**src/rtl/cam_geom_pkg.sv**
```systemverilog
// frame geometry, line skip count, coordinate and address types
`default_nettype none

package cam_geom_pkg;

    // source frame from the camera
    localparam integer SRC_H = 640;
    localparam integer SRC_V = 480;

    // decimated frame held in the buffer
    localparam integer DST_H = 320;
    localparam integer DST_V = 240;

    // source pixels ignored at each line start
    localparam integer LINE_SKIP_PIXELS = 3;

    // masked outputs per line, rounded up
    localparam integer OUT_SKIP = (LINE_SKIP_PIXELS + 1) / 2;

    localparam integer FB_DEPTH = DST_H * DST_V;

    typedef logic [9:0]  src_x_t;     // 0..SRC_H, saturates at SRC_H
    typedef logic [8:0]  src_y_t;     // 0..SRC_V
    typedef logic [8:0]  dst_x_t;     // pair index, also writes per line
    typedef logic [7:0]  dst_y_t;
    typedef logic [16:0] fb_addr_t;
    typedef logic [9:0]  skip_cnt_t;

endpackage

`default_nettype wire

```
**src/rtl/pixel_pkg.sv**
```systemverilog
// byte and colour order constants, rgb565 and sum structs, stage payload structs
`default_nettype none

package pixel_pkg;

    import cam_geom_pkg::*;

    localparam bit HI_BYTE_FIRST = 1'b1;   // camera sends bits [15:8] first
    localparam bit BGR_ORDER     = 1'b0;   // 1 swaps red and blue on output

    typedef logic [7:0] cam_byte_t;

    typedef struct packed {
        logic [4:0] r;
        logic [5:0] g;
        logic [4:0] b;
    } rgb565_t;

    // sum of two horizontal neighbours, one bit of growth per channel
    typedef struct packed {
        logic [5:0] r;
        logic [6:0] g;
        logic [5:0] b;
    } pair_sum_t;

    // sum of a full 2x2 block
    typedef struct packed {
        logic [6:0] r;
        logic [7:0] g;
        logic [6:0] b;
    } quad_sum_t;

    // assembler -> decimator
    typedef struct packed {
        rgb565_t pix;
        src_x_t  x;
        logic    line_odd;
        src_y_t  y;
    } pix_evt_t;

    // decimator -> address generator
    typedef struct packed {
        rgb565_t pix;
        dst_y_t  row;
    } dec_out_t;

endpackage

`default_nettype wire

```
**src/rtl/fb_write_addr.sv**
```systemverilog
// output masking, write address counter, end-of-odd-line realignment
`timescale 1ns/1ns
`default_nettype none

module fb_write_addr
    import cam_geom_pkg::*;
    import pixel_pkg::*;
(
    input  logic     pclk,
    input  logic     rst_n,
    input  logic     dec_valid,
    input  dec_out_t dec_out,
    input  logic     line_start,
    input  logic     line_end,
    input  logic     frame_start,
    output logic     we,
    output fb_addr_t wr_addr,
    output rgb565_t  wr_data
);

    skip_cnt_t skip_cnt;    // outputs still to be masked on this line
    dst_x_t    wcount;      // writes on the current line
    fb_addr_t  nxt_addr;
    logic      line_odd;
    logic      accept;
    fb_addr_t  row_base;

    assign accept   = dec_valid && (skip_cnt == '0);
    assign row_base = fb_addr_t'(dec_out.row) * fb_addr_t'(DST_H);

    always_ff @(posedge pclk) begin
        if (!rst_n) begin
            skip_cnt <= '0;
            wcount   <= '0;
            nxt_addr <= '0;
            line_odd <= 1'b0;
            we       <= 1'b0;
            wr_addr  <= '0;
        end else begin
            we <= accept;
            if (frame_start) begin
                skip_cnt <= '0;
                wcount   <= '0;
                nxt_addr <= '0;
                line_odd <= 1'b0;
                wr_addr  <= '0;
            end else begin
                if (line_start)
                    skip_cnt <= skip_cnt_t'(OUT_SKIP);
                else if (dec_valid && skip_cnt != '0)
                    skip_cnt <= skip_cnt - 1'b1;   // masked output leaves the address

                if (accept)
                    wr_addr <= nxt_addr;

                if (line_end)
                    line_odd <= ~line_odd;

                // a write in the same cycle cancels out of the jump
                if (line_end && line_odd) begin
                    nxt_addr <= nxt_addr + fb_addr_t'(DST_H) - fb_addr_t'(wcount);
                    wcount   <= '0;
                end else if (accept) begin
                    nxt_addr <= nxt_addr + 1'b1;
                    wcount   <= wcount + 1'b1;
                end
            end
        end
    end

    always_ff @(posedge pclk) begin
        if (accept)
            wr_data <= dec_out.pix;
    end

    assert property (@(posedge pclk) disable iff (!rst_n) we |-> wr_addr < FB_DEPTH);

    // each write lands inside the row the decimator is producing
    assert property (@(posedge pclk) disable iff (!rst_n)
        accept |-> nxt_addr >= row_base && nxt_addr < row_base + DST_H);

endmodule

`default_nettype wire

```
**config.mk**
```make
export PLATFORM = sky130hd
export DESIGN_NAME = fb_write_addr
export DESIGN_NICKNAME = d
export VERILOG_FILES = /design/src/rtl/cam_geom_pkg.sv /design/src/rtl/pixel_pkg.sv /design/src/rtl/fb_write_addr.sv
export SDC_FILE = /design/constraint.sdc
export NUM_CORES = 1
export LEC_CHECK = 0
export BUFFER_PORTS_ARGS = -buffer_cell sky130_fd_sc_hd__clkbuf_2
export CAP_MARGIN = 20
export CORE_ASPECT_RATIO = 1.2
export CORE_MARGIN = 3
export CORE_UTILIZATION = 56
export CTS_CLUSTER_DIAMETER = 100
export DETAILED_ROUTE_END_ITERATION = 8
export GPL_TIMING_DRIVEN = 0
export PLACE_DENSITY = 0.88
export REMOVE_ABC_BUFFERS = 1
export SYNTH_ARGS = -nofsm -noshare
export SYNTH_HDL_FRONTEND = slang
export SYNTH_SLANG_ARGS = --single-unit
```
**constraint.sdc**
```tcl
create_clock -name pclk -period 2.9 [get_ports pclk]
set_input_delay 0.145 -clock pclk [delete_from_list [all_inputs] [get_ports pclk]]
set_output_delay 0.145 -clock pclk [all_outputs]
set_load 0.01 [all_outputs]
```
=== Yosys cells after proc, flatten, opt, wreduce, memory -nomap -nowiden ===
Cells that the tools add are included.

* Register bits: 71
* Input bits: 30
* Output and inout port bits: 34
* Logic and storage cells: 31

* Add/subtract/negate cells: 5
* Mux-type cells: 4
* Bitwise gates (word level): 2
* Reduce and logical (&&, ||, !) cells: 10

{| class="wikitable"
|+ Operators by type and width
! kind !! number
|-
| 2-to-1 mux 17 bit || 2
|-
| adder 17 x 1 -> 17 bit (second input constant) || 1
|-
| adder 17 x 9 -> 17 bit (second input constant) || 1
|-
| subtractor 17 x 9 -> 17 bit || 1
|-
| zero test 10 bit || 1
|-
| nonzero test 10 bit || 1
|-
| subtractor 10 x 1 -> 10 bit (second input constant) || 1
|-
| adder 9 x 1 -> 9 bit (second input constant) || 1
|-
| OR reduction 3 bit || 2
|-
| 2-to-1 mux 2 bit || 2
|-
| nonzero test 2 bit || 2
|-
| logical AND 1 bit || 3
|-
| inverter 1 bit || 2
|-
| OR reduction 2 bit || 1
|}

=== Depth between registers and ports, before layout ===
Gate-level depths: netlist (run 1).

* Depth in word-level cells: 4
* Depth in mapped cells: 12
* Depth with buffers taken out: 12

=== Worst setup path before layout (run 1) ===
No wires, ideal clock.

* Kind: register to register
* From: reg wcount[1]
* To: reg nxt_addr[13]
* Library setup time: 135 ps
* Arrival time: 2451 ps
* Required time: 2765 ps
* Setup slack: 313 ps
* Stages on the path, launching flop included: 12
* Path buffers: 0
* Clock period less this slack: 2587 ps
* Cells stage by stage: dfxtp_1 -> inv_1 -> ha_1 -> ha_1 -> fa_1 -> a21o_1 -> a31oi_1 -> nor3_1 -> o21ai_0 -> a21boi_0 -> o2111ai_1 -> o221ai_1

* Cells in the longest elaborated chain, start to end: 2

{| class="wikitable"
|+ RTL lines
! element !! line !! text
|-
| start, declared || fb_write_addr.sv:22 || <nowiki>dst_x_t wcount;</nowiki>
|-
| start signal, assigned || fb_write_addr.sv:65 || <nowiki>wcount <= wcount + 1'b1;</nowiki>
|-
| subtractor 17 x 9 -> 17 bit || fb_write_addr.sv:61 || <nowiki>nxt_addr <= nxt_addr + fb_addr_t'(DST_H) - fb_addr_t'(wcount);</nowiki>
|-
| 2-to-1 mux 17 bit || fb_write_addr.sv:60 || <nowiki>if (line_end && line_odd) begin</nowiki>
|-
| end signal, assigned || fb_write_addr.sv:61 ||
|-
| end signal, assigned || fb_write_addr.sv:64 || <nowiki>nxt_addr <= nxt_addr + 1'b1;</nowiki>
|-
| end, declared || fb_write_addr.sv:23 || <nowiki>fb_addr_t nxt_addr;</nowiki>
|}

No other way between the ends.
A chain may end at the register's enable or synchronous reset.

=== Worst setup path after layout (run 1) ===
Ends and elaborated chain as after synthesis.

==> reports/qor.yml, run 1 <==
status: "completed"
gp_congestion: 0.882
vias: 3330
fin_setup_tns_ps: 0
antenna_found_initial: 0
port_buffers: 55
slowest_stage: "fa_1"
firstDrtPassIters: 4
viasPerCell: 5.74
rsz0062_at_grt: "false"
p_leak_uw: 0.00183
grt_pass1_wl_um: 14500
p_int_uw: 1750
fin_nets: 555
cts_sinks: 71
synth_cell_types: 46
yosys_warnings: 0
drt-initial-drc-count: 239
final_max_slew_viol_count: 0
synth_edf_count: 16
drc: 0
synth_top_area_cell: "dfxtp_1"
min_period_ps: 2840
holdCritPathClass: "primary input to register"
fin_cells: 580
combPwrFrac: 0.131
sw_frac_of_total: 0.257
dp_hpwl_um: 5730
netlist_area_um2: 3760
synthCells: 413
fmax_ghz: 0.352
required_ps: 3130
power_density_nw_per_um2: 513
drive_gt1_frac: 0.172
ys_ff_latch: 71
p_switching_uw: 603
grt-ovfl-total: 0
wl_per_cell_um: 16.3
initial_core_util: 0.580
clk_path_buf_depth: 2
clkTransAtPathRegs_ps: 80
critical_path_arrival_ps: 3080
ys.flop_type: "dfxtp_1"
critical_path_class: "register to register"
grt_max_degree: 32
grt_pass1_vias: 3076
dieWidth_um: 80.8
slew_headroom: 0.496
clkPwrFrac: 0.416
async_flop_share: 0
vdd_ir_drop_max_v: 0.000324
dieHeight_um: 95.8
whs_ps: 19.7
clock_skew_ps: 12.6
worstPathCellList: "inv_1 > ha_1 > ha_1 > fa_1 > a21o_1 > a31oi_2 > nor3_1 > o21ai_1 > a21boi_0 > o2111ai_1 > o221ai_1"
ios: 64
rows: 32
h-tree-depth: 3
antennaDiodeCount: 0
grtUsageTotal: 0.248
worst_pin_slew_ps: 754
clk_latency_ps: 360
post-route-period-util: 0.980
synth_top_cell_area_share: 0.293
syn_avg_cell_area_um2: 9.10
postRouteAntennaNets: 0
crit_path_frequent_cell: "ha_1"
die_area_um2: 7740
areaGrowthSynthToFinish_pct: 21.9
yosysSeqAreaShare: 0.421
hold_viol: 0
synth.top_cells.by_area: "dfxtp_1 (29%), edfxtp_1 (13%), ha_1 (11%), xnor2_1 (6.8%), nand2_1 (5.5%)"
critPathMaxFanout: 6
critical-path-max-stage-delay_ps: 410
seqPwrFrac: 0.453
setup-violations-final: 0
max_cap_violations: 0
yosys-top-cells-count: "dfxtp_1 (55), nand2_1 (55), a21oi_1 (41), ha_1 (34), nor2_1 (32)"
core_area_um2: 6490
routed_wl_um: 9430
cp-start-kind: "register"
placed_cells: 541
tritoncts: "yes"
cts_buffers: 9
cts_root_buf: "clkbuf_8"
cp-end-kind: "register"
registers in the layout, summed over array words and instances (netlist names):
signal,count
skip_cnt,10
line_odd,1
wr_addr,17
wcount,9
nxt_addr,17
wr_data,16
we,1
cell families after synthesis:
family / Yosys count / share of synthesized area
AND/OR/NAND/NOR: 144 / 0.192
AO/OA/AOI/OAI: 81 / 0.128
flip-flops: 71 / 0.421
XOR/XNOR: 42 / 0.0978
buffers and inverters: 39 / 0.0403
adder cells (fa/ha/maj): 35 / 0.118
multiplexers: 1 / 0.00266
path summary, 6_finish.rpt:
path / startpoint / to / slack, ps / depth (start not counted)
max: wcount[1]$_SDFFE_PP0P_ / nxt_addr[13]$_SDFFE_PP0P_ / 60 / 11
min: rst_n / we$_SDFF_PN0_ / 20 / 2
max reg2reg: wcount[1]$_SDFFE_PP0P_ / nxt_addr[13]$_SDFFE_PP0P_ / 60 / 11
min reg2reg: wr_addr[3]$_SDFFE_PP0P_ / wr_addr[3]$_SDFFE_PP0P_ / 450 / 2
power groups by stage:
stage | registers, µW | logic (µW) | clock network [µW]
2_1_floorplan | 1100 | 160 | 0
3_5_place_dp | 1090 | 255 | 0
3_3_place_gp | 1090 | 242 | 0
5_1_grt | 1070 | 335 | 1020
6_report | 1060 | 308 | 977
4_1_cts | 1060 | 285 | 981
cell type report:
type                       instances  area (µm²)
sequential                        71        1580
timing repair buffer              78         515
clock buffer                       9         124
fill                             454        1900
multi-input combinational        304        2040
tap                               85         106
inverter                          26        97.6
clock inverter                     7         119
per-stage QoR:
step	setup slack (ps)	cell area (µm²)	total power, µW	utilization
after floorplan	312	3710	1260	-
after global placement	-48.7	4090	1330	0.630
after detailed placement	-112	4120	1340	0.634
after global routing	9.24	4580	2420	0.707
final	57.6	4580	2350	0.707
after CTS	24.6	4530	2330	0.698
per-layer routing:
metal  up-vias  global-route usage  share of wire
li1       1596                   -              -
met1      1578               0.279           0.40
met2       138               0.436           0.50
met3        18              0.0618          0.074
met4         0               0.114          0.021
met5         -                   0              0
placed cells by master, fill, tap and decap left out, types with 13 or more instances in the layout:
| master | n |
|---|---|
| a21oi_1 | 41 |
| ha_1 | 34 |
| xor2_1 | 13 |
| xnor2_1 | 29 |
| clkbuf_2 | 55 |
| dfxtp_1 | 54 |
| dlygate4sd3_1 | 16 |
| nand4_1 | 14 |
| edfxtp_1 | 16 |
| inv_1 | 26 |
| nor2_1 | 32 |
| nand2_1 | 55 |
| nand3_1 | 14 |
timing repair:
action,CTS,global route
hold buffers,16,0
pin swaps,1,2
hold endpoints to repair,16,0
gates cloned,1,0
gates resized for setup,2,1
endpoints found under the setup margin,4,4
setup buffers,0,5
worst max-delay path, delay by kind of cell, from the launching register on:
kind	cells	cell delay [ps]
compound gates	6	1210
fa+ha+maj	3	940
buf+inv	1	70
flops	1	380
simple gates	1	100
No activity file was read; power rests on OpenSTA's default activity.
==> run 2: changes to the inputs <==
--- a/config.mk
+++ b/config.mk
@@ -9,12 +9,13 @@
 export CAP_MARGIN = 20
 export CORE_ASPECT_RATIO = 1.2
 export CORE_MARGIN = 3
-export CORE_UTILIZATION = 56
+export CORE_UTILIZATION = 35
 export CTS_CLUSTER_DIAMETER = 100
 export DETAILED_ROUTE_END_ITERATION = 8
 export GPL_TIMING_DRIVEN = 0
-export PLACE_DENSITY = 0.88
+export PLACE_DENSITY = 0.62
 export REMOVE_ABC_BUFFERS = 1
+export SLEW_MARGIN = 20
 export SYNTH_ARGS = -nofsm -noshare
 export SYNTH_HDL_FRONTEND = slang
 export SYNTH_SLANG_ARGS = --single-unit
==> run 2 against run 1 <==
  * Hold slack got worse by 11 ps
  * Non-clock buffer count down 5
  * Flip-flop and latch count stayed put
  * Sequential share of layout area is 0.65 points lower
  * Via count fell by 7.0%
  * Clock power is 29% higher
  * Setup slack improved by 60 ps
  * Global-route usage is 11 points lower
  * First-iteration DRC count shrank 46%
  * Critical path depth unchanged
  * Die area up 55%
  * Highest routed layer unchanged
==> reports/qor.yml, run 2 (synthesis gave the netlist of run 1 again) <==
final-seq-area_um2: 1580  # unchanged
cp-end-kind: "register"  # unchanged
holdCritPathClass: "primary input to register"  # unchanged
drt-initial-drc-count: 128  # was 239
status: "completed"  # unchanged
worst_pin_slew_ps: 720  # was 754 ps
dieWidth_um: 101  # was 80.8 µm
dp_hpwl_um: 5850  # was 5730 µm
clkTransAtPathRegs_ps: 60  # was 80 ps
fin_nets: 549  # was 555
grt-ovfl-total: 0  # unchanged
routed_wl_um: 8090  # was 9430 µm
min_period_ps: 2780  # was 2840 ps
slew_headroom: 0.519  # was 0.496
clk_latency_ps: 330  # was 360 ps
cts_buffers: 9  # unchanged
rsz0062_at_grt: "true"  # was false
grt_pass1_wl_um: 13400  # was 14500 µm
final_area_um2: 4670  # was 4580 µm²
die_area_um2: 12000  # was 7740 µm²
reg.largest.list: "nxt_addr x17, wr_addr x17, wr_data x16"  # unchanged
ios: 64  # unchanged
critical_path_class: "register to register"  # unchanged
hold_viol: 0  # unchanged
port_buffers: 55  # unchanged
nFillCells: 963  # was 454
postRouteAntennaNets: 0  # unchanged
vdd_ir_drop_max_v: 0.000204  # was 0.000324 V
cts_sinks: 71  # unchanged
viasPerCell: 5.03  # was 5.74
clock_skew_ps: 5.80  # was 12.6 ps
drc: 0  # unchanged
dpl_cell_area_um2: 4150  # was 4120 µm²
setup-violations-final: 0  # unchanged
drive_gt1_frac: 0.170  # was 0.172
post-route-period-util: 0.960  # was 0.980
cp-start-kind: "register"  # unchanged
cts_root_buf: "clkbuf_16"  # was clkbuf_8
grt_pass1_vias: 2921  # was 3076
areaGrowthSynthToFinish_pct: 24.3  # was 21.9%
wl_per_cell_um: 13.2  # was 16.3 µm
vias: 3096  # was 3330
power_density_nw_per_um2: 557  # was 513 nW/µm²
tritoncts: "yes"  # unchanged
grt_max_degree: 33  # was 32
final_max_slew_viol_count: 0  # unchanged
clk_path_buf_depth: 2  # unchanged
critical_path_arrival_ps: 2980  # was 3080 ps
initial_core_util: 0.366  # was 0.580
final_cell_mix: "nand2_1 (55), clkbuf_2 (55), dfxtp_1 (54)"  # unchanged
h-tree-depth: 3  # unchanged
p_leak_uw: 0.00185  # was 0.00183 µW
gp_congestion: 0.799  # was 0.882
antenna_found_initial: 0  # unchanged
antennaDiodeCount: 0  # unchanged
fin_cells: 615  # was 580
grtUsageTotal: 0.137  # was 0.248
critPathMaxFanout: 6  # unchanged
fmax_ghz: 0.359  # was 0.352 GHz
fin_setup_tns_ps: 0  # unchanged
max_cap_violations: 0  # unchanged
required_ps: 3090  # was 3130 ps
firstDrtPassIters: 4  # unchanged
dieHeight_um: 120  # was 95.8 µm
placed_cells: 582  # was 541
core_area_um2: 10300  # was 6490 µm²
multi_input_area_um2: 2040  # about the same
rows: 40  # was 32
run 2: cell type report:
cell class / count / share of cell area
clock buffers: 9 / 0.0482
well taps: 126 / 0.0337
inverters: 26 / 0.0209
multi-input cells: 303 / 0.436
repair buffers: 73 / 0.0967
flip-flops and latches: 71 / 0.339
clock inverters: 7 / 0.0257
run 2: per-layer routing:
layer	track usage	part of all wire
met1	0.169	0.45
met2	0.230	0.49
met3	0.0203	0.031
met4	0.0691	0.022
met5	0	0
run 2: through the flow:
| stage | utilization | power, µW | hold WS, ps | setup slack (ps) |
|---|---|---|---|---|
| finish | 0.455 | 2600 | 8.34 | 117 |
| global route | 0.455 | 2710 | 1.48 | -101 |
| CTS | 0.453 | 2630 | 2.40 | 23.9 |
| detailed placement | 0.405 | 1350 | 324 | -74.9 |
| global placement | 0.403 | 1330 | 322 | -167 |
| floorplan | - | 1260 | 244 | 312 |
run 2: where the power goes:
part / internal [µW] / switching (µW)
logic: 115 / 164
registers: 1050 / 17.3
clock network: 842 / 415
run 2: path summary, 6_finish.rpt:
path,start,end,slack [ps],cells after the start
worst max-delay path,wcount[1]$_SDFFE_PP0P_,nxt_addr[13]$_SDFFE_PP0P_,120,11
worst max register to register,wcount[1]$_SDFFE_PP0P_,nxt_addr[13]$_SDFFE_PP0P_,120,11
worst min register to register,wr_addr[9]$_SDFFE_PP0P_,wr_addr[9]$_SDFFE_PP0P_,450,2
worst min-delay path,dec_out[23],wr_data[15]$_DFFE_PP_,8,1
run 2: worst max-delay path: stages (launching register included):
cell       delay (ps)
dfxtp_2           370
inv_1              70
ha_1              290
ha_1              240
fa_1              420
a21o_1            230
a31oi_2           220
nor3_1            100
o21ai_1           240
a21boi_1          140
o2111ai_1         190
o221ai_1          130
run 2: what timing repair did:
item                                    in CTS  in global routing
endpoints found under the setup margin       1                  5
resized for setup                            1                  3
hold endpoints to repair                    15                  0
hold buffers                                15                  0
pin swaps                                    0                  2
setup buffers                                0                  2
==> run 3: changes to the inputs <==
--- a/config.mk
+++ b/config.mk
@@ -5,8 +5,8 @@
 export SDC_FILE = /design/constraint.sdc
 export NUM_CORES = 1
 export LEC_CHECK = 0
-export BUFFER_PORTS_ARGS = -buffer_cell sky130_fd_sc_hd__clkbuf_2
-export CAP_MARGIN = 20
+export BUFFER_PORTS_ARGS = -buffer_cell sky130_fd_sc_hd__buf_2
+export CAP_MARGIN = 0
 export CORE_ASPECT_RATIO = 1.2
 export CORE_MARGIN = 3
 export CORE_UTILIZATION = 35
==> run 3 against run 2 <==
  * Clock-buffer cell count is the same
  * Highest routed layer unchanged
  * Maximum frequency is 0.42% higher
  * Critical endpoint unchanged
  * Die area is the same
  * Wire length grew 3.4%
==> reports/qor.yml, run 3 (synthesis gave the netlist of run 1 again) <==
grtUsageTotal: 0.144  # was 0.137
multi_input_area_um2: 2050  # was 2040 µm²
worst_pin_slew_ps: 732  # was 720 ps
slew_headroom: 0.511  # was 0.519
grt_pass1_wl_um: 13900  # was 13400 µm
path_delay_family: "compound AO/OA/AOI/OAI gates"  # unchanged
wl_per_cell_um: 13.6  # was 13.2 µm
areaGrowthSynthToFinish_pct: 23.6  # was 24.3%
crit_buf_inv: 1  # unchanged
slowest_stage: "dfxtp_2"  # was fa_1
p_leak_uw: 0.00183  # was 0.00185 µW
final_cell_mix: "nand2_1 (55), buf_2 (55), dfxtp_1 (54)"  # was nand2_1 (55), clkbuf_2 (55), dfxtp_1 (54)
final-seq-area_um2: 1580  # unchanged
die_area_um2: 12000  # unchanged
vias: 3089  # was 3096
final_util: 0.453  # was 0.455
clock_skew_ps: 5.51  # was 5.80 ps
max_cap_violations: 0  # unchanged
fin_nets: 551  # was 549
fin_setup_tns_ps: 0  # unchanged
clkTransAtPathRegs_ps: 60  # about the same
crit_path_frequent_cell: "ha_1"  # unchanged
final_area_um2: 4650  # was 4670 µm²
grt-ovfl-total: 0  # unchanged
core_area_um2: 10300  # unchanged
setup-violations-final: 0  # unchanged
postRouteAntennaNets: 0  # unchanged
holdCritPathClass: "primary input to register"  # unchanged
grt_pass1_vias: 2937  # was 2921
clk_path_buf_depth: 2  # unchanged
firstDrtPassIters: 4  # unchanged
viasPerCell: 5.01  # was 5.03
dieWidth_um: 101  # unchanged
cts_root_buf: "clkbuf_16"  # unchanged
routed_wl_um: 8370  # was 8090 µm
final_max_slew_viol_count: 0  # unchanged
ios: 64  # unchanged
worstPathCellList: "inv_1 > ha_1 > ha_1 > fa_2 > a21o_1 > a31oi_2 > nor3_1 > o21ai_1 > a21boi_1 > o2111ai_1 > o221ai_1"  # was inv_1 > ha_1 > ha_1 > fa_1 > a21o_1 > a31oi_2 > nor3_1 > o21ai_1 > a21boi_1 > o2111ai_1 > o221ai_1
drt-initial-drc-count: 188  # was 128
post-route-period-util: 0.956  # was 0.960
reg.largest.list: "nxt_addr x17, wr_addr x17, wr_data x16"  # unchanged
gp_congestion: 0.804  # was 0.799
cts_buffers: 9  # unchanged
critical_path_arrival_ps: 2970  # was 2980 ps
initial_core_util: 0.366  # unchanged
critical_path_class: "register to register"  # unchanged
antenna_found_initial: 0  # unchanged
status: "completed"  # unchanged
cp-end-kind: "register"  # unchanged
power_density_nw_per_um2: 529  # was 557 nW/µm²
dieHeight_um: 120  # unchanged
rows: 40  # unchanged
tritoncts: "yes"  # unchanged
rsz0062_at_grt: "false"  # was true
drc: 0  # unchanged
clk_latency_ps: 330  # about the same
vdd_ir_drop_max_v: 0.000259  # was 0.000204 V
hold_viol: 0  # unchanged
grt_max_degree: 33  # unchanged
reg2reg_depth: 11  # unchanged
cp-start-kind: "register"  # unchanged
h-tree-depth: 3  # unchanged
cts_sinks: 71  # unchanged
dp_hpwl_um: 5860  # was 5850 µm
fmax_ghz: 0.361  # was 0.359 GHz
dpl_cell_area_um2: 4140  # was 4150 µm²
worstSetupPathDepth: 11  # unchanged
hold_path_depth: 3  # was 1
antennaDiodeCount: 0  # unchanged
required_ps: 3100  # was 3090 ps
critPathMaxFanout: 6  # unchanged
regToRegSetupSlack_ps: 130  # was 120 ps
critical-path-max-stage-delay_ps: 380  # was 420 ps
min_period_ps: 2770  # was 2780 ps
drive_gt1_frac: 0.173  # was 0.170
nFillCells: 984  # was 963
port_buffers: 55  # unchanged
[run 3: cell count changes in the layout (fill, tap and decap cells not counted), sizes merged, moves of 2 or more]
cell / change
clkbuf: -55
clkinvlp: +3
clkinv: -3
inv: +2
bufinv: -2
buf: +55
[run 3: worst paths after layout]
path,start,end
hold reg to reg,wr_addr[8]$_SDFFE_PP0P_,wr_addr[8]$_SDFFE_PP0P_
hold / removal,line_start,skip_cnt[1]$_SDFFE_PP0P_
setup reg to reg,wcount[1]$_SDFFE_PP0P_,nxt_addr[13]$_SDFFE_PP0P_
setup / recovery,wcount[1]$_SDFFE_PP0P_,nxt_addr[13]$_SDFFE_PP0P_
[run 3: layout make-up]
class | instances | area share
Sequential cell | 71 | 0.341
Multi-Input combinational cell | 304 | 0.440
Tap cell | 126 | 0.0339
Clock inverter | 7 | 0.0170
Timing Repair Buffer | 74 | 0.0986
Inverter | 26 | 0.0210
Clock buffer | 9 | 0.0485
[run 3: worst reg2reg max path, stage by stage, from the launching register on]
cell	delay [ps]
dfxtp_2	380
inv_1	60
ha_1	290
ha_1	250
fa_2	360
a21o_1	220
a31oi_2	240
nor3_1	100
o21ai_1	240
a21boi_1	130
o2111ai_1	210
o221ai_1	140
[run 3: repair_timing]
action | 4_1_cts | 5_1_grt
buffers inserted | 0 | 3
gates cloned | 1 | 0
hold buffers | 16 | 0
hold endpoints to repair | 16 | 0
pin swaps | 1 | 2
setup endpoints to repair | 5 | 2
resized for setup | 2 | 3
[run 3: layer usage]
layer,global-route usage,vias to the layer above,share of wire
met1,0.184,1403,0.45
met4,0.0750,0,0.026
met3,0.0238,17,0.054
met2,0.231,72,0.47
met5,0,-,0
li1,-,1597,-
[run 3: report_power, final]
group	leakage (µW)	total, µW	internal, µW	switching (µW)
Combinational	0.00109	284	116	168
Sequential	0.000598	1060	1050	17.3
Clock	0.000139	1110	674	434
Total	0.00183	2460	1840	620
[run 3: per-stage QoR]
stage	cells	setup WS [ps]	total power, µW	hold WS [ps]
after global routing	617	27.6	2560	55.6
after CTS	614	35.1	2480	47.5
after global placement	581	-151	1330	321
final	617	129	2460	51.4
after floorplan	400	312	1260	244
after detailed placement	581	-198	1340	323
