### config.mk
export PLATFORM = sky130hd
export DESIGN_NAME = rgb565_assembler
export DESIGN_NICKNAME = d
export VERILOG_FILES = /design/src/rtl/cam_geom_pkg.sv /design/src/rtl/pixel_pkg.sv /design/src/rtl/rgb565_assembler.sv
export SDC_FILE = /design/constraint.sdc
export NUM_CORES = 1
export LEC_CHECK = 0
export ABC_AREA = 1
export ABC_CLOCK_PERIOD_IN_PS = 4820
export BUFFER_PORTS_ARGS = -buffer_cell sky130_fd_sc_hd__buf_2
export CAP_MARGIN = 0
export CORE_MARGIN = 4
export CORE_UTILIZATION = 40
export CTS_BUF_LIST = sky130_fd_sc_hd__clkbuf_8
export DETAILED_ROUTE_END_ITERATION = 10
export PLACE_DENSITY = 0.68
export SLEW_MARGIN = 10
export SYNTH_ARGS = -nofsm -noshare
export SYNTH_HDL_FRONTEND = slang
export SYNTH_SLANG_ARGS = --single-unit
### constraint.sdc
create_clock -name pclk -period 4.82 [get_ports pclk]
set_clock_uncertainty 0.05 [all_clocks]
set_input_delay 0.964 -clock pclk [delete_from_list [all_inputs] [get_ports pclk]]
set_output_delay 0.964 -clock pclk [all_outputs]
set_load 0.1 [all_outputs]
### src/rtl/cam_geom_pkg.sv
// frame geometry, line skip count, coordinate and address types
`default_nettype none

package cam_geom_pkg;

    // source frame from the camera
    localparam integer SRC_H = 640;
    localparam integer SRC_V = 480;

    // decimated frame held in the buffer
    localparam integer DST_H = 320;
    localparam integer DST_V = 240;

    // source pixels ignored at each line start
    localparam integer LINE_SKIP_PIXELS = 3;

    // masked outputs per line, rounded up
    localparam integer OUT_SKIP = (LINE_SKIP_PIXELS + 1) / 2;

    localparam integer FB_DEPTH = DST_H * DST_V;

    typedef logic [9:0]  src_x_t;     // 0..SRC_H, saturates at SRC_H
    typedef logic [8:0]  src_y_t;     // 0..SRC_V
    typedef logic [8:0]  dst_x_t;     // pair index, also writes per line
    typedef logic [7:0]  dst_y_t;
    typedef logic [16:0] fb_addr_t;
    typedef logic [9:0]  skip_cnt_t;

endpackage

`default_nettype wire

### src/rtl/pixel_pkg.sv
// byte and colour order constants, rgb565 and sum structs, stage payload structs
`default_nettype none

package pixel_pkg;

    import cam_geom_pkg::*;

    localparam bit HI_BYTE_FIRST = 1'b1;   // camera sends bits [15:8] first
    localparam bit BGR_ORDER     = 1'b0;   // 1 swaps red and blue on output

    typedef logic [7:0] cam_byte_t;

    typedef struct packed {
        logic [4:0] r;
        logic [5:0] g;
        logic [4:0] b;
    } rgb565_t;

    // sum of two horizontal neighbours, one bit of growth per channel
    typedef struct packed {
        logic [5:0] r;
        logic [6:0] g;
        logic [5:0] b;
    } pair_sum_t;

    // sum of a full 2x2 block
    typedef struct packed {
        logic [6:0] r;
        logic [7:0] g;
        logic [6:0] b;
    } quad_sum_t;

    // assembler -> decimator
    typedef struct packed {
        rgb565_t pix;
        src_x_t  x;
        logic    line_odd;
        src_y_t  y;
    } pix_evt_t;

    // decimator -> address generator
    typedef struct packed {
        rgb565_t pix;
        dst_y_t  row;
    } dec_out_t;

endpackage

`default_nettype wire

### src/rtl/rgb565_assembler.sv
// sync edge detect, byte pairing, source coordinates, event strobes
`timescale 1ns/1ns
`default_nettype none

module rgb565_assembler
    import cam_geom_pkg::*;
    import pixel_pkg::*;
(
    input  logic      pclk,
    input  logic      rst_n,
    input  logic      vsync,
    input  logic      href,
    input  cam_byte_t d,
    output logic      pix_valid,
    output pix_evt_t  pix_evt,
    output logic      line_start,
    output logic      line_end,
    output logic      frame_start
);

    logic        vsync_d;
    logic        href_d;
    logic        vsync_rise;
    logic        href_rise;
    logic        href_fall;
    logic        byte_phase;   // high while waiting for the second byte
    cam_byte_t   first_byte;
    src_x_t      col;
    src_y_t      row;
    logic [15:0] word;

    assign vsync_rise = vsync & ~vsync_d;
    assign href_rise  = href & ~href_d;
    assign href_fall  = ~href & href_d;

    assign word = HI_BYTE_FIRST ? {first_byte, d} : {d, first_byte};

    always_ff @(posedge pclk) begin
        if (!rst_n) begin
            vsync_d     <= 1'b0;
            href_d      <= 1'b0;
            line_start  <= 1'b0;
            line_end    <= 1'b0;
            frame_start <= 1'b0;
            byte_phase  <= 1'b0;
            col         <= '0;
            row         <= '0;
            pix_valid   <= 1'b0;
        end else begin
            vsync_d     <= vsync;
            href_d      <= href;
            line_start  <= href_rise;
            line_end    <= href_fall;
            frame_start <= vsync_rise;
            pix_valid   <= 1'b0;

            // row and parity follow the href falling edges
            if (vsync_rise)
                row <= '0;
            else if (href_fall && row < SRC_V)
                row <= row + 1'b1;

            if (!href) begin
                byte_phase <= 1'b0;  // pairing restarts with the next line
                col        <= '0;
            end else begin
                byte_phase <= ~byte_phase;
                if (byte_phase && col < SRC_H) begin
                    col       <= col + 1'b1;
                    pix_valid <= (row < SRC_V);  // lines past the frame are dropped
                end
            end
        end
    end

    always_ff @(posedge pclk) begin
        if (href && !byte_phase)
            first_byte <= d;
        if (href && byte_phase) begin
            pix_evt.pix      <= rgb565_t'(word);
            pix_evt.x        <= col;
            pix_evt.line_odd <= row[0];
            pix_evt.y        <= row;
        end
    end

    // the camera needs two cycles per pixel
    assert property (@(posedge pclk) disable iff (!rst_n) pix_valid |=> !pix_valid);

endmodule

`default_nettype wire

Word-level counts from Yosys, hierarchy flattened
Cells that the tools add are included.
{"block": "word_totals", "in_bits": 12, "out_inout_bits": 40, "wordCells": 36, "register_bits": 70}
{"block": "classes", "n_bitwise": 8, "order_cmp": 2, "add_sub_neg": 2, "n_reduce_logical": 8}
{"operator": "$add A10 B1 Y10 const B", "n": 1}
{"operator": "$lt A10 B10 Y1 const B", "n": 1}
{"operator": "$add A9 B1 Y9 const B", "n": 1}
{"operator": "$lt A9 B9 Y1 const B", "n": 1}
{"operator": "$not A1 Y1", "n": 5}
{"operator": "$logic_and A1 B1 Y1", "n": 4}
{"operator": "$and A1 B1 Y1", "n": 3}
{"operator": "$reduce_and A3 Y1", "n": 1}
{"operator": "$reduce_and A2 Y1", "n": 1}
{"operator": "$reduce_or A2 Y1", "n": 1}
{"operator": "$logic_not A1 Y1", "n": 1}

Longest topological paths before layout
Gate-level depths: netlist (run 1).
{"block": "logic_depth", "ltp_word": 3, "depth_mapped": 8, "mapped_depth_nobuf": 8}

Least setup slack after synthesis (run 1)
OpenSTA, ideal clock, no wires.
{"block": "synth_timing", "path_kind": "reg-to-output", "from": "register, netlist name pix_evt[0]", "to": "output pix_evt[9] (netlist name)", "arrival_time_ps": 1347, "path_stages_with_launch": 2, "n_path_buf": 1, "setup_slack_ps": 2459, "required_time_ps": 3806, "cell_sequence": "edfxtp_1 buf_4"}
{"element": "to (decl)", "line": "rgb565_assembler.sv:15", "rtl": "output pix_evt_t pix_evt,"}

Worst setup path after layout (run 1)
{"block": "layout_timing", "from": "register pix_evt[6] (netlist name)", "to": "output pix_evt[6] (netlist name)"}
No word-level cell between the ends.

==> summary.md, run 1 <==
| Metric | Value |
|---|---|
| Gate Count Post-Synth | `213` |
| Hold Path Sink | `frame_start$_SDFF_PN0_` |
| Post-Syn Area per Cell | `roughly 12 µm²` |
| Clk sinks | `69` |
| Worst path cell trace | `buf_2` |
| Hold crit path type | `reg -> reg` |
| Number of antenna diodes | `0` |
| Crit start category | `flip-flop` |
| Total Wirelength | `4220 µm` |
| Min Hold Slack | `0.366 ns` |
| Max cap viols | `0` |
| Routed WL per cell | `between 10 and 15 µm` |
| Clk pwr share | `0.348` |
| Area of the multi-input gates | `603 µm²` |
| Worst setup path category | `reg -> out` |
| VDD IR max | `~200 µV` |
| Post-route ant nets | `0` |
| Core Area | `~6000 µm²` |
| PwrDens | `371 nW/µm²` |
| Family with the most delay on the worst path | `buffers and inverters` |
| # IOs | `52` |
| Vias per inst | `4.50` |
| CTS Buf Count | `9` |
| Rows | `28` |
| Most frequent cells in the layout | `buf_2, edfxtp_1, nand2_1` |
| # Post-CTS Setup Buffers | `0` |
| Final HPWL DP | `roughly 3100 µm` |
| Crit share post-route | `0.443` |
| Register area | `between 1500 and 2000 µm²` |
| Number of synthesis warnings | `0` |
| Sequential power share | `0.573` |
| Worst path buffer plus inverter count | `1` |
| Logic gate share of total power | `0.080` |
| Final GP Congestion | `around 0.79` |
| Detailed Routing Iterations Pass 1 | `4` |
| Post-synth cell types | `22` |
| Final hold viol count | `0` |
| Post-layout min period | `2.14 ns` |
| Relative slew slack | `0.519` |
| Worst skew pair latency | `0.34 ns` |
| Critical Path Fanout Max | `1` |
| CP required | `3.81 ns` |
| Netlist Area Pre-Place | `2520 µm²` |
| Final setup fails | `0` |
| Nets | `around 290` |
| Initial Util | `0.419` |
| Max Freq | `0.468 GHz` |
| Internal | `837 µW` |
| Initial antenna violation count | `0` |
| Area growth syn-to-layout | `20.5%` |
| Die ar. | `7640 µm²` |
| R2r setup slk | `between 3 and 4 ns` |
| Switching pwr | `290 µW` |
| Outcome | `complete, no violations` |
| First-pass GRT wire length | `between 6000 and 7000 µm` |
| Worst Hold Depth | `1` |
| Initial drt markers | `48` |
| Slowest CP cell | `buf_2` |
| Clock buffer depth | `2` |
| H-tree levels | `3` |
| Syn_nets | `227` |
| Setup crit end kind | `primary output` |
| Largest net degree at the start of global routing | `19` |
| Yosys reg bits | `69` |
| R2r endpoint | `pix_evt[12]$_DFFE_PP_` |
| Post-route insts no fill | `355` |
| Switch share | `0.257` |
| CP peak stage delay | `0.43 ns` |
| Setup TNS Final | `0 ns` |
| Via count | `1597` |
| Die height | `87.4 µm` |
| Fillers | `545` |
| Share of layout cells above drive strength 1 | `0.332` |
| Dpl cells | `339` |
| Leading cell type in the layout, fill and taps excluded | `buf_2` |
| Worst r2r src | `byte_phase$_SDFF_PN0_` |
| Vias in the first global route | `1550` |
| GR Overflow Total | `0` |
| Leak | `1.18 nW` |
| Tightest Pin Transition | `0.718 ns` |
| Buffers on Ports | `slightly above 50` |
| Critical path arrival | `1.12 ns` |
| Worst reg2reg path depth | `3` |
| DIE WIDTH | `87.4 µm` |
| Remaining DRCs | `0` |
| Hold Crit Start | `vsync_d$_SDFF_PN0_` |
| Hold_buf cts | `0` |
| Root buffer cell | `clkbuf_8` |
| CTS clk-pin slew, worst paths | `0.07 ns` |
| CTS tree | `yes` |
| Gr usage total | `0.124` |
| RSZ-0062 raised after global routing | `false` |
| Seq/Total Area, Yosys | `0.718` |
| CTS resizes | `0` |
| Final slew viol count | `0` |
==> cell families (layout without fill, tap and decap cells) <==
kind of cell / count (synthesis) / in the layout / synth area share
AO/OA/AOI/OAI: 19 / 19 / 0.0476
XOR/XNOR: 1 / 1 / 0.00347
adder cells (fa/ha/maj): 2 / 2 / 0.00991
buffers and inverters: 28 / 95 / 0.0431
flip-flops: 69 / 69 / 0.718
AND/OR/NAND/NOR: 94 / 94 / 0.178
==> metal layers <==
metal | vias to the layer above | wire length [µm] | global-route usage
met5 | - | 0 | 0
met2 | 36 | 2060 | 0.203
met3 | 12 | 241 | 0.0397
met1 | 718 | 1770 | 0.133
met4 | 0 | 151 | 0.0893
li1 | 831 | - | -
==> area by class of cell <==
class                      count  area share
sequential                    69       0.596
multi-input combinational    116       0.198
timing repair buffer          52      0.0864
clock buffer                   9      0.0407
inverter                      27      0.0333
tap                           75      0.0309
clock inverter                 7      0.0144
==> power groups by stage <==
stage                     combinational (mW)  sequential, mW  clock (mW)
after floorplan                       0.0209           0.710           0
after detailed placement              0.0909           0.659           0
after global placement                0.0898           0.658           0
after global routing                  0.0954           0.647       0.430
final                                 0.0899           0.645       0.392
after CTS                             0.0909           0.646       0.402
==> synth_stat cells (all sizes together) <==
cell | instances | area share
a21oi | 9 | 0.021
o21bai | 1 | 0.0030
buf | 1 | 0.0030
edfxtp | 43 | 0.51
inv | 27 | 0.040
ha | 2 | 0.0099
dfxtp | 26 | 0.21
nand2 | 40 | 0.062
nor3 | 3 | 0.0059
nor2 | 38 | 0.076
xor2 | 1 | 0.0035
nand3 | 10 | 0.026
nand4 | 3 | 0.0074
o21ai | 9 | 0.024
==> per-stage QoR <==
step | total power [mW] | area (µm²) | util | setup WS, ns
3_5_place_dp | 0.750 | 2870 | 0.477 | 2.38
3_3_place_gp | 0.748 | 2870 | 0.477 | 2.43
4_1_cts | 1.14 | 3040 | 0.505 | 2.66
6_report | 1.13 | 3040 | 0.505 | 2.68
2_1_floorplan | 0.730 | 2520 | - | 2.46
5_1_grt | 1.17 | 3040 | 0.505 | 2.64
==> sequential cells by signal, summed over array words and instances, names as in the netlist <==
signal / count
pix_evt: 35
row: 9
vsync_d: 1
href_d: 1
line_start: 1
byte_phase: 1
line_end: 1
col: 10
frame_start: 1
first_byte: 8
pix_valid: 1
==> how the worst max path moves through the flow <==
| stage | cells past startpoint | from | slack, ns | end |
|---|---|---|---|---|
| floorplan | 1 | pix_evt[0]$_DFFE_PP_ | 2.46 | pix_evt[9] |
| global route | 1 | pix_evt[0]$_DFFE_PP_ | 2.64 | pix_evt[9] |
| detailed placement | 4 | href | 2.38 | pix_evt[15]$_DFFE_PP_ |
| CTS | 1 | pix_evt[0]$_DFFE_PP_ | 2.66 | pix_evt[0] |
| finish | 1 | pix_evt[6]$_DFFE_PP_ | 2.68 | pix_evt[6] |
| global placement | 4 | href | 2.43 | pix_evt[15]$_DFFE_PP_ |
(Power assumes the default switching activity.)
==> run 2: changes to the inputs <==
--- a/config.mk
+++ b/config.mk
@@ -6,7 +6,7 @@
 export NUM_CORES = 1
 export LEC_CHECK = 0
 export ABC_AREA = 1
-export ABC_CLOCK_PERIOD_IN_PS = 4820
+export ABC_CLOCK_PERIOD_IN_PS = 2000
 export BUFFER_PORTS_ARGS = -buffer_cell sky130_fd_sc_hd__buf_2
 export CAP_MARGIN = 0
 export CORE_MARGIN = 4
==> constraint.sdc (replaced) <==
create_clock -name pclk -period 2 [get_ports pclk]
set_clock_uncertainty 0.05 [all_clocks]
set_input_delay 0.4 -clock pclk [delete_from_list [all_inputs] [get_ports pclk]]
set_output_delay 0.4 -clock pclk [all_outputs]
set_load 0.1 [all_outputs]
==> run 2 against run 1 <==
  * Core utilization rose by 0.83 points
  * Final cell count rose by 0.28%
  * First-iteration DRC count rose by 48%
  * Global-route usage fell by 0.21 points
==> summary.md, run 2 (synthesis results as in run 1) <==
| Metric | Value |
|---|---|
| Outcome | `complete, no violations` |
| Leak | `1.18 nW (+0.42%)` |
| Die ar. | `7640 µm² (unchanged)` |
| Remaining DRCs | `0 (unchanged)` |
| Max cap viols | `0 (unchanged)` |
| Final GP Congestion | `0.785 (-0.52%)` |
| Number of antenna diodes | `0 (unchanged)` |
| Worst Hold Depth | `1 (unchanged)` |
| VDD IR max | `543 µV (+180%)` |
| First-pass GRT wire length | `6800 µm (-2.9%)` |
| H-tree levels | `3 (unchanged)` |
| Final setup fails | `0 (unchanged)` |
| Area growth syn-to-layout | `22.5%` |
| Nets | `290 (+0.35%)` |
| Final HPWL DP | `2940 µm (-6.1%)` |
| CTS clk-pin slew, worst paths | `0.08 ns (about the same)` |
| DIE WIDTH | `87.4 µm (unchanged)` |
| Share of layout cells above drive strength 1 | `0.335 (+0.00238)` |
| Crit start category | `flip-flop` |
| Clock buffer depth | `2 (unchanged)` |
| Vias per inst | `4.42 (-1.8%)` |
| Fillers | `542 (-0.55%)` |
| Initial antenna violation count | `0 (unchanged)` |
| PwrDens | `933 nW/µm² (+150%)` |
| Worst path depth | `1 (unchanged)` |
| Root buffer cell | `clkbuf_8` |
| CP peak stage delay | `0.43 ns (about the same)` |
| Largest net degree at the start of global routing | `36 (+17)` |
| Tightest Pin Transition | `0.503 ns (-0.215 ns)` |
| Biggest regs | `pix_evt x35, col x10, row x9` |
| Min Hold Slack | `0.197 ns (-0.169 ns)` |
| Core Area | `6030 µm² (unchanged)` |
| # IOs | `52 (unchanged)` |
| Post-route insts no fill | `356 (+0.28%)` |
| CP required | `1.55 ns (-2.26 ns)` |
| Max reg flops | `35 (unchanged)` |
| Buffers on Ports | `51 (unchanged)` |
| Final hold viol count | `0 (unchanged)` |
| Largest Register | `pix_evt` |
| Setup Slack @ Placement | `0.655 ns (-1.72 ns)` |
| Detailed Routing Iterations Pass 1 | `4 (unchanged)` |
| Via count | `1573 (-1.5%)` |
| Final slew viol count | `0 (unchanged)` |
| Worst skew pair latency | `0.34 ns (about the same)` |
| Max Freq | `between 0.6 and 0.7 GHz` |
| Total Wirelength | `4080 µm (-3.2%)` |
| Clk sinks | `69 (unchanged)` |
| Setup TNS Final | `0 ns (unchanged)` |
| Routed WL per cell | `11.5 µm (-3.4%)` |
| Worst reg2reg path depth | `8 (+5)` |
| Die height | `87.4 µm (unchanged)` |
| Rows | `28 (unchanged)` |
| Setup crit end kind | `primary output` |
| Total chip power | `2.88 mW (+160%)` |
| Critical path arrival | `1.11 ns (about the same)` |
| Slowest CP cell | `buf_2` |
| Critical Path Fanout Max | `2 (+1)` |
| Worst path buffer plus inverter count | `1 (unchanged)` |
| Hold crit path type | `in -> reg` |
| CTS tree | `yes` |
| Most frequent cells in the layout | `buf_2, edfxtp_1, nand2_1` |
| GR Overflow Total | `0 (unchanged)` |
| Post-layout min period | `1.56 ns` |
| Family with the most delay on the worst path | `buffers and inverters` |
| Leading cell type in the layout, fill and taps excluded | `buf_2` |
| Setup ws final | `0.436 ns (-2.25 ns)` |
| Relative slew slack | `0.667 (+0.148)` |
| Initial Util | `0.419 (unchanged)` |
| Post-route ant nets | `0 (unchanged)` |
| Initial drt markers | `71 (+48%)` |
| Vias in the first global route | `1508 (-2.7%)` |
| CTS Buf Count | `9 (unchanged)` |
| Worst path cell trace | `buf_2` |
| Gr usage total | `0.122 (-0.00212)` |
| Hold_buf cts | `0 (unchanged)` |
| Worst setup path category | `reg -> out` |
| RSZ-0062 raised after global routing | `false` |
| Dpl cells | `340 (+0.29%)` |
| Crit share post-route | `0.782` |
| # Post-CTS Setup Buffers | `0 (unchanged)` |
| CTS resizes | `0 (unchanged)` |
[run 2: cell types whose count changed in the layout (fill, tap and decap cells not counted), sizes merged]
cell	delta
clkinv	-4
clkinvlp	+2
buf	+1
bufinv	+1
inv	+1
[run 2: power breakdown]
part	internal, mW	switching, mW	total, mW
registers	1.54	0.0119	1.55
clock network	0.579	0.527	1.11
logic	0.0369	0.187	0.224
[run 2: worst paths after layout]
check                           from                       to  slack [ns]
max             pix_evt[0]$_DFFE_PP_               pix_evt[9]        0.44
min                             d[4]  first_byte[4]$_DFFE_PP_        0.20
max reg2reg      col[0]$_SDFFE_PN0P_      col[8]$_SDFFE_PN0P_        0.64
min reg2reg  first_byte[2]$_DFFE_PP_    pix_evt[30]$_DFFE_PP_        0.37
[run 2: metrics by stage]
step	cell area (µm²)	util
floorplan	2520	-
CTS	3090	0.513
finish	3090	0.513
detailed placement	2890	0.480
global placement	2890	0.480
global route	3090	0.513
[run 2: layer usage]
| metal | up-vias | global-route usage | routed length, µm |
|---|---|---|---|
| li1 | 832 | - | - |
| met4 | 0 | 0.0851 | 120 |
| met1 | 697 | 0.136 | 1800 |
| met5 | - | 0 | 0 |
| met3 | 8 | 0.0501 | 222 |
| met2 | 36 | 0.187 | 1950 |
[run 2: layout make-up]
class | instances | area, µm² | area share
Inverter | 27 | 101 | 0.0328
Tap cell | 75 | 93.8 | 0.0304
Timing Repair Buffer | 53 | 283 | 0.0915
Multi-Input combinational cell | 116 | 603 | 0.195
Sequential cell | 69 | 1810 | 0.586
Clock buffer | 9 | 124 | 0.0401
Clock inverter | 7 | 73.8 | 0.0239
==> run 3: changes to the inputs <==
--- a/config.mk
+++ b/config.mk
@@ -6,14 +6,14 @@
 export NUM_CORES = 1
 export LEC_CHECK = 0
 export ABC_AREA = 1
-export ABC_CLOCK_PERIOD_IN_PS = 2000
+export ABC_CLOCK_PERIOD_IN_PS = 1400
 export BUFFER_PORTS_ARGS = -buffer_cell sky130_fd_sc_hd__buf_2
 export CAP_MARGIN = 0
 export CORE_MARGIN = 4
 export CORE_UTILIZATION = 40
 export CTS_BUF_LIST = sky130_fd_sc_hd__clkbuf_8
 export DETAILED_ROUTE_END_ITERATION = 10
-export PLACE_DENSITY = 0.68
+export PLACE_DENSITY = 0.71
 export SLEW_MARGIN = 10
 export SYNTH_ARGS = -nofsm -noshare
 export SYNTH_HDL_FRONTEND = slang
==> constraint.sdc (replaced) <==
create_clock -name pclk -period 1.4 [get_ports pclk]
set_clock_uncertainty 0.05 [all_clocks]
set_input_delay 0.28 -clock pclk [delete_from_list [all_inputs] [get_ports pclk]]
set_output_delay 0.28 -clock pclk [all_outputs]
set_load 0.1 [all_outputs]
==> run 3 against run 2 <==
  * Flip-flop and latch count is the same
  * Global-route usage grew 0.31 points
  * Clock power grew 55%
  * Combinational power grew 61%
  * Final cell count grew 0.28%
  * Wire length grew 7.1%
  * Setup slack lost 0.38 ns
  * Worst hold slack lost 0.13 ns
  * Register-to-register slack lost 0.50 ns
==> summary.md, run 3 (synthesis results as in run 1) <==
| Metric | Value |
|---|---|
| Outcome | `complete, no violations` |
| Worst setup path category | `reg -> out` |
| Internal | `3.29 mW (+52%)` |
| Leading cell type in the layout, fill and taps excluded | `edfxtp_1` |
| Crit start category | `flip-flop` |
| Setup crit end kind | `primary output` |
| Max Freq | `0.743 GHz` |
| Worst skew pair latency | `0.34 ns (about the same)` |
| Core Util, Final | `0.574 (+0.0606)` |
| Nets | `291 (+0.34%)` |
| Switching pwr | `1.02 mW (+41%)` |
| Worst path cell trace | `buf_12` |
| Post-route insts no fill | `357 (+0.28%)` |
| DIE WIDTH | `87.4 µm (unchanged)` |
| Largest net degree at the start of global routing | `25 (-31%)` |
| Critical path arrival | `1.02 ns (-0.09 ns)` |
| Clock buffer depth | `2 (unchanged)` |
| Dpl cell area | `3160 µm² (+9.2%)` |
| Post-layout min period | `1.35 ns` |
| Rows | `28 (unchanged)` |
| CP required | `1.07 ns (-0.48 ns)` |
| Remaining DRCs | `0 (unchanged)` |
| Largest Register | `pix_evt` |
| H-tree levels | `3 (unchanged)` |
| Final HPWL DP | `3090 µm (+5.2%)` |
| Die ar. | `7640 µm² (unchanged)` |
| Crit share post-route | `0.962` |
| Buffers on Ports | `51 (unchanged)` |
| First-pass GRT wire length | `6930 µm (+2.0%)` |
| Relative slew slack | `0.811 (+0.144)` |
| RSZ-0062 raised after global routing | `false` |
| # IOs | `52 (unchanged)` |
| Core Area | `6030 µm² (unchanged)` |
| Initial antenna violation count | `0 (unchanged)` |
| VDD IR max | `750 µV (+38%)` |
| Setup Slack @ Placement | `0.0316 ns (-0.623 ns)` |
| Die height | `87.4 µm (unchanged)` |
| Gr usage total | `0.125 (+0.00309)` |
| Via count | `1631 (+3.7%)` |
| Hold_buf cts | `0 (unchanged)` |
| CTS tree | `yes` |
| Vias per inst | `4.57 (+3.4%)` |
| Share of layout cells above drive strength 1 | `0.358 (+0.0236)` |
| Family with the most delay on the worst path | `flip-flops` |
| Setup ws final | `0.0534 ns (-0.383 ns)` |
| Worst path buffer plus inverter count | `1 (unchanged)` |
| Clk sinks | `69 (unchanged)` |
| Number of antenna diodes | `0 (unchanged)` |
| Total Wirelength | `4370 µm (+7.1%)` |
| Final slew viol count | `0 (unchanged)` |
| # Post-CTS Setup Buffers | `0 (unchanged)` |
| Total chip power | `4.31 mW (+49%)` |
| Switch share | `0.237 (-0.0150)` |
| Most frequent cells in the layout | `edfxtp_1, nand2_1, nor2_1, buf_4` |
| Setup TNS Final | `0 ns (unchanged)` |
| Final hold viol count | `0 (unchanged)` |
| Hold crit path type | `in -> reg` |
| Leak | `1.29 nW (+9.4%)` |
| Detailed Routing Iterations Pass 1 | `4 (unchanged)` |
| Max reg flops | `35 (unchanged)` |
| Post-route ant nets | `0 (unchanged)` |
| Routed WL per cell | `12.2 µm (+6.8%)` |
| Final setup fails | `0 (unchanged)` |
| Dpl cells | `341 (+0.29%)` |
| Clk pwr share | `0.400 (+0.016)` |
| Initial Util | `0.419 (unchanged)` |
| CTS Buf Count | `9 (unchanged)` |
| CP peak stage delay | `0.47 ns (+0.04 ns)` |
| Logic gate share of total power | `0.083 (+0.005)` |
| Biggest regs | `pix_evt x35, col x10, row x9` |
| CTS clk-pin slew, worst paths | `0.08 ns (about the same)` |
| Tightest Pin Transition | `0.286 ns (-0.217 ns)` |
| Initial drt markers | `98 (+38%)` |
| Final Instance Area | `3460 µm² (+12%)` |
| Final GP Congestion | `0.770 (-1.9%)` |
| Min Hold Slack | `0.0696 ns (-0.127 ns)` |
| Root buffer cell | `clkbuf_8` |
| Max cap viols | `0 (unchanged)` |
| PwrDens | `1250 nW/µm² (+34%)` |
| GR Overflow Total | `0 (unchanged)` |
| Area growth syn-to-layout | `36.9%` |
| Vias in the first global route | `1515 (+0.46%)` |
| Critical Path Fanout Max | `2 (unchanged)` |
| Slowest CP cell | `edfxtp_1` |
| Sequential power share | `0.517 (-0.022)` |
[run 3: cell types whose count changed in the layout (fill, tap and decap cells not counted), moves of 2 or more]
cell,delta
inv_6,-2
buf_2,-40
clkinv_4,+2
clkinvlp_4,-2
clkinv_2,+2
buf_4,+24
dfxtp_1,-3
buf_12,+17
dfxtp_2,+3
[run 3: power groups by stage]
stage / Sequential (mW) / Combinational, mW / Clock (mW)
floorplan: 2.45 / 0.0733 / 0
global placement: 2.27 / 0.347 / 0
detailed placement: 2.27 / 0.350 / 0
CTS: 2.23 / 0.361 / 1.76
global route: 2.23 / 0.377 / 1.86
finish: 2.23 / 0.360 / 1.72
[run 3: worst paths after layout]
check                           endpoint  slack (ns)                 start  cells past startpoint
setup / recovery              pix_evt[0]        0.05  pix_evt[0]$_DFFE_PP_                      1
hold / removal     pix_evt[20]$_DFFE_PP_        0.07                  d[0]                      1
hold reg to reg   frame_start$_SDFF_PN0_        0.36    vsync_d$_SDFF_PN0_                      1
setup reg to reg     col[8]$_SDFFE_PN0P_        0.14   col[0]$_SDFFE_PN0P_                      8
[run 3: routing by layer]
layer  track usage  wire length, µm
met4         0.112              211
met1         0.142             1720
met5             0                0
met3        0.0407              319
met2         0.185             2120
[run 3: final cells by class]
cell class	count	area, µm²
inverters	27	105
multi-input cells	116	623
clock inverters	7	91.3
repair buffers	54	603
fillers	502	2570
well taps	75	93.8
flip-flops and latches	69	1820
clock buffers	9	124
[run 3: what timing repair did]
action                                  4_1_cts  5_1_grt
gates resized for setup                      23        7
endpoints found under the setup margin       23        4
hold endpoints to repair                      0        0
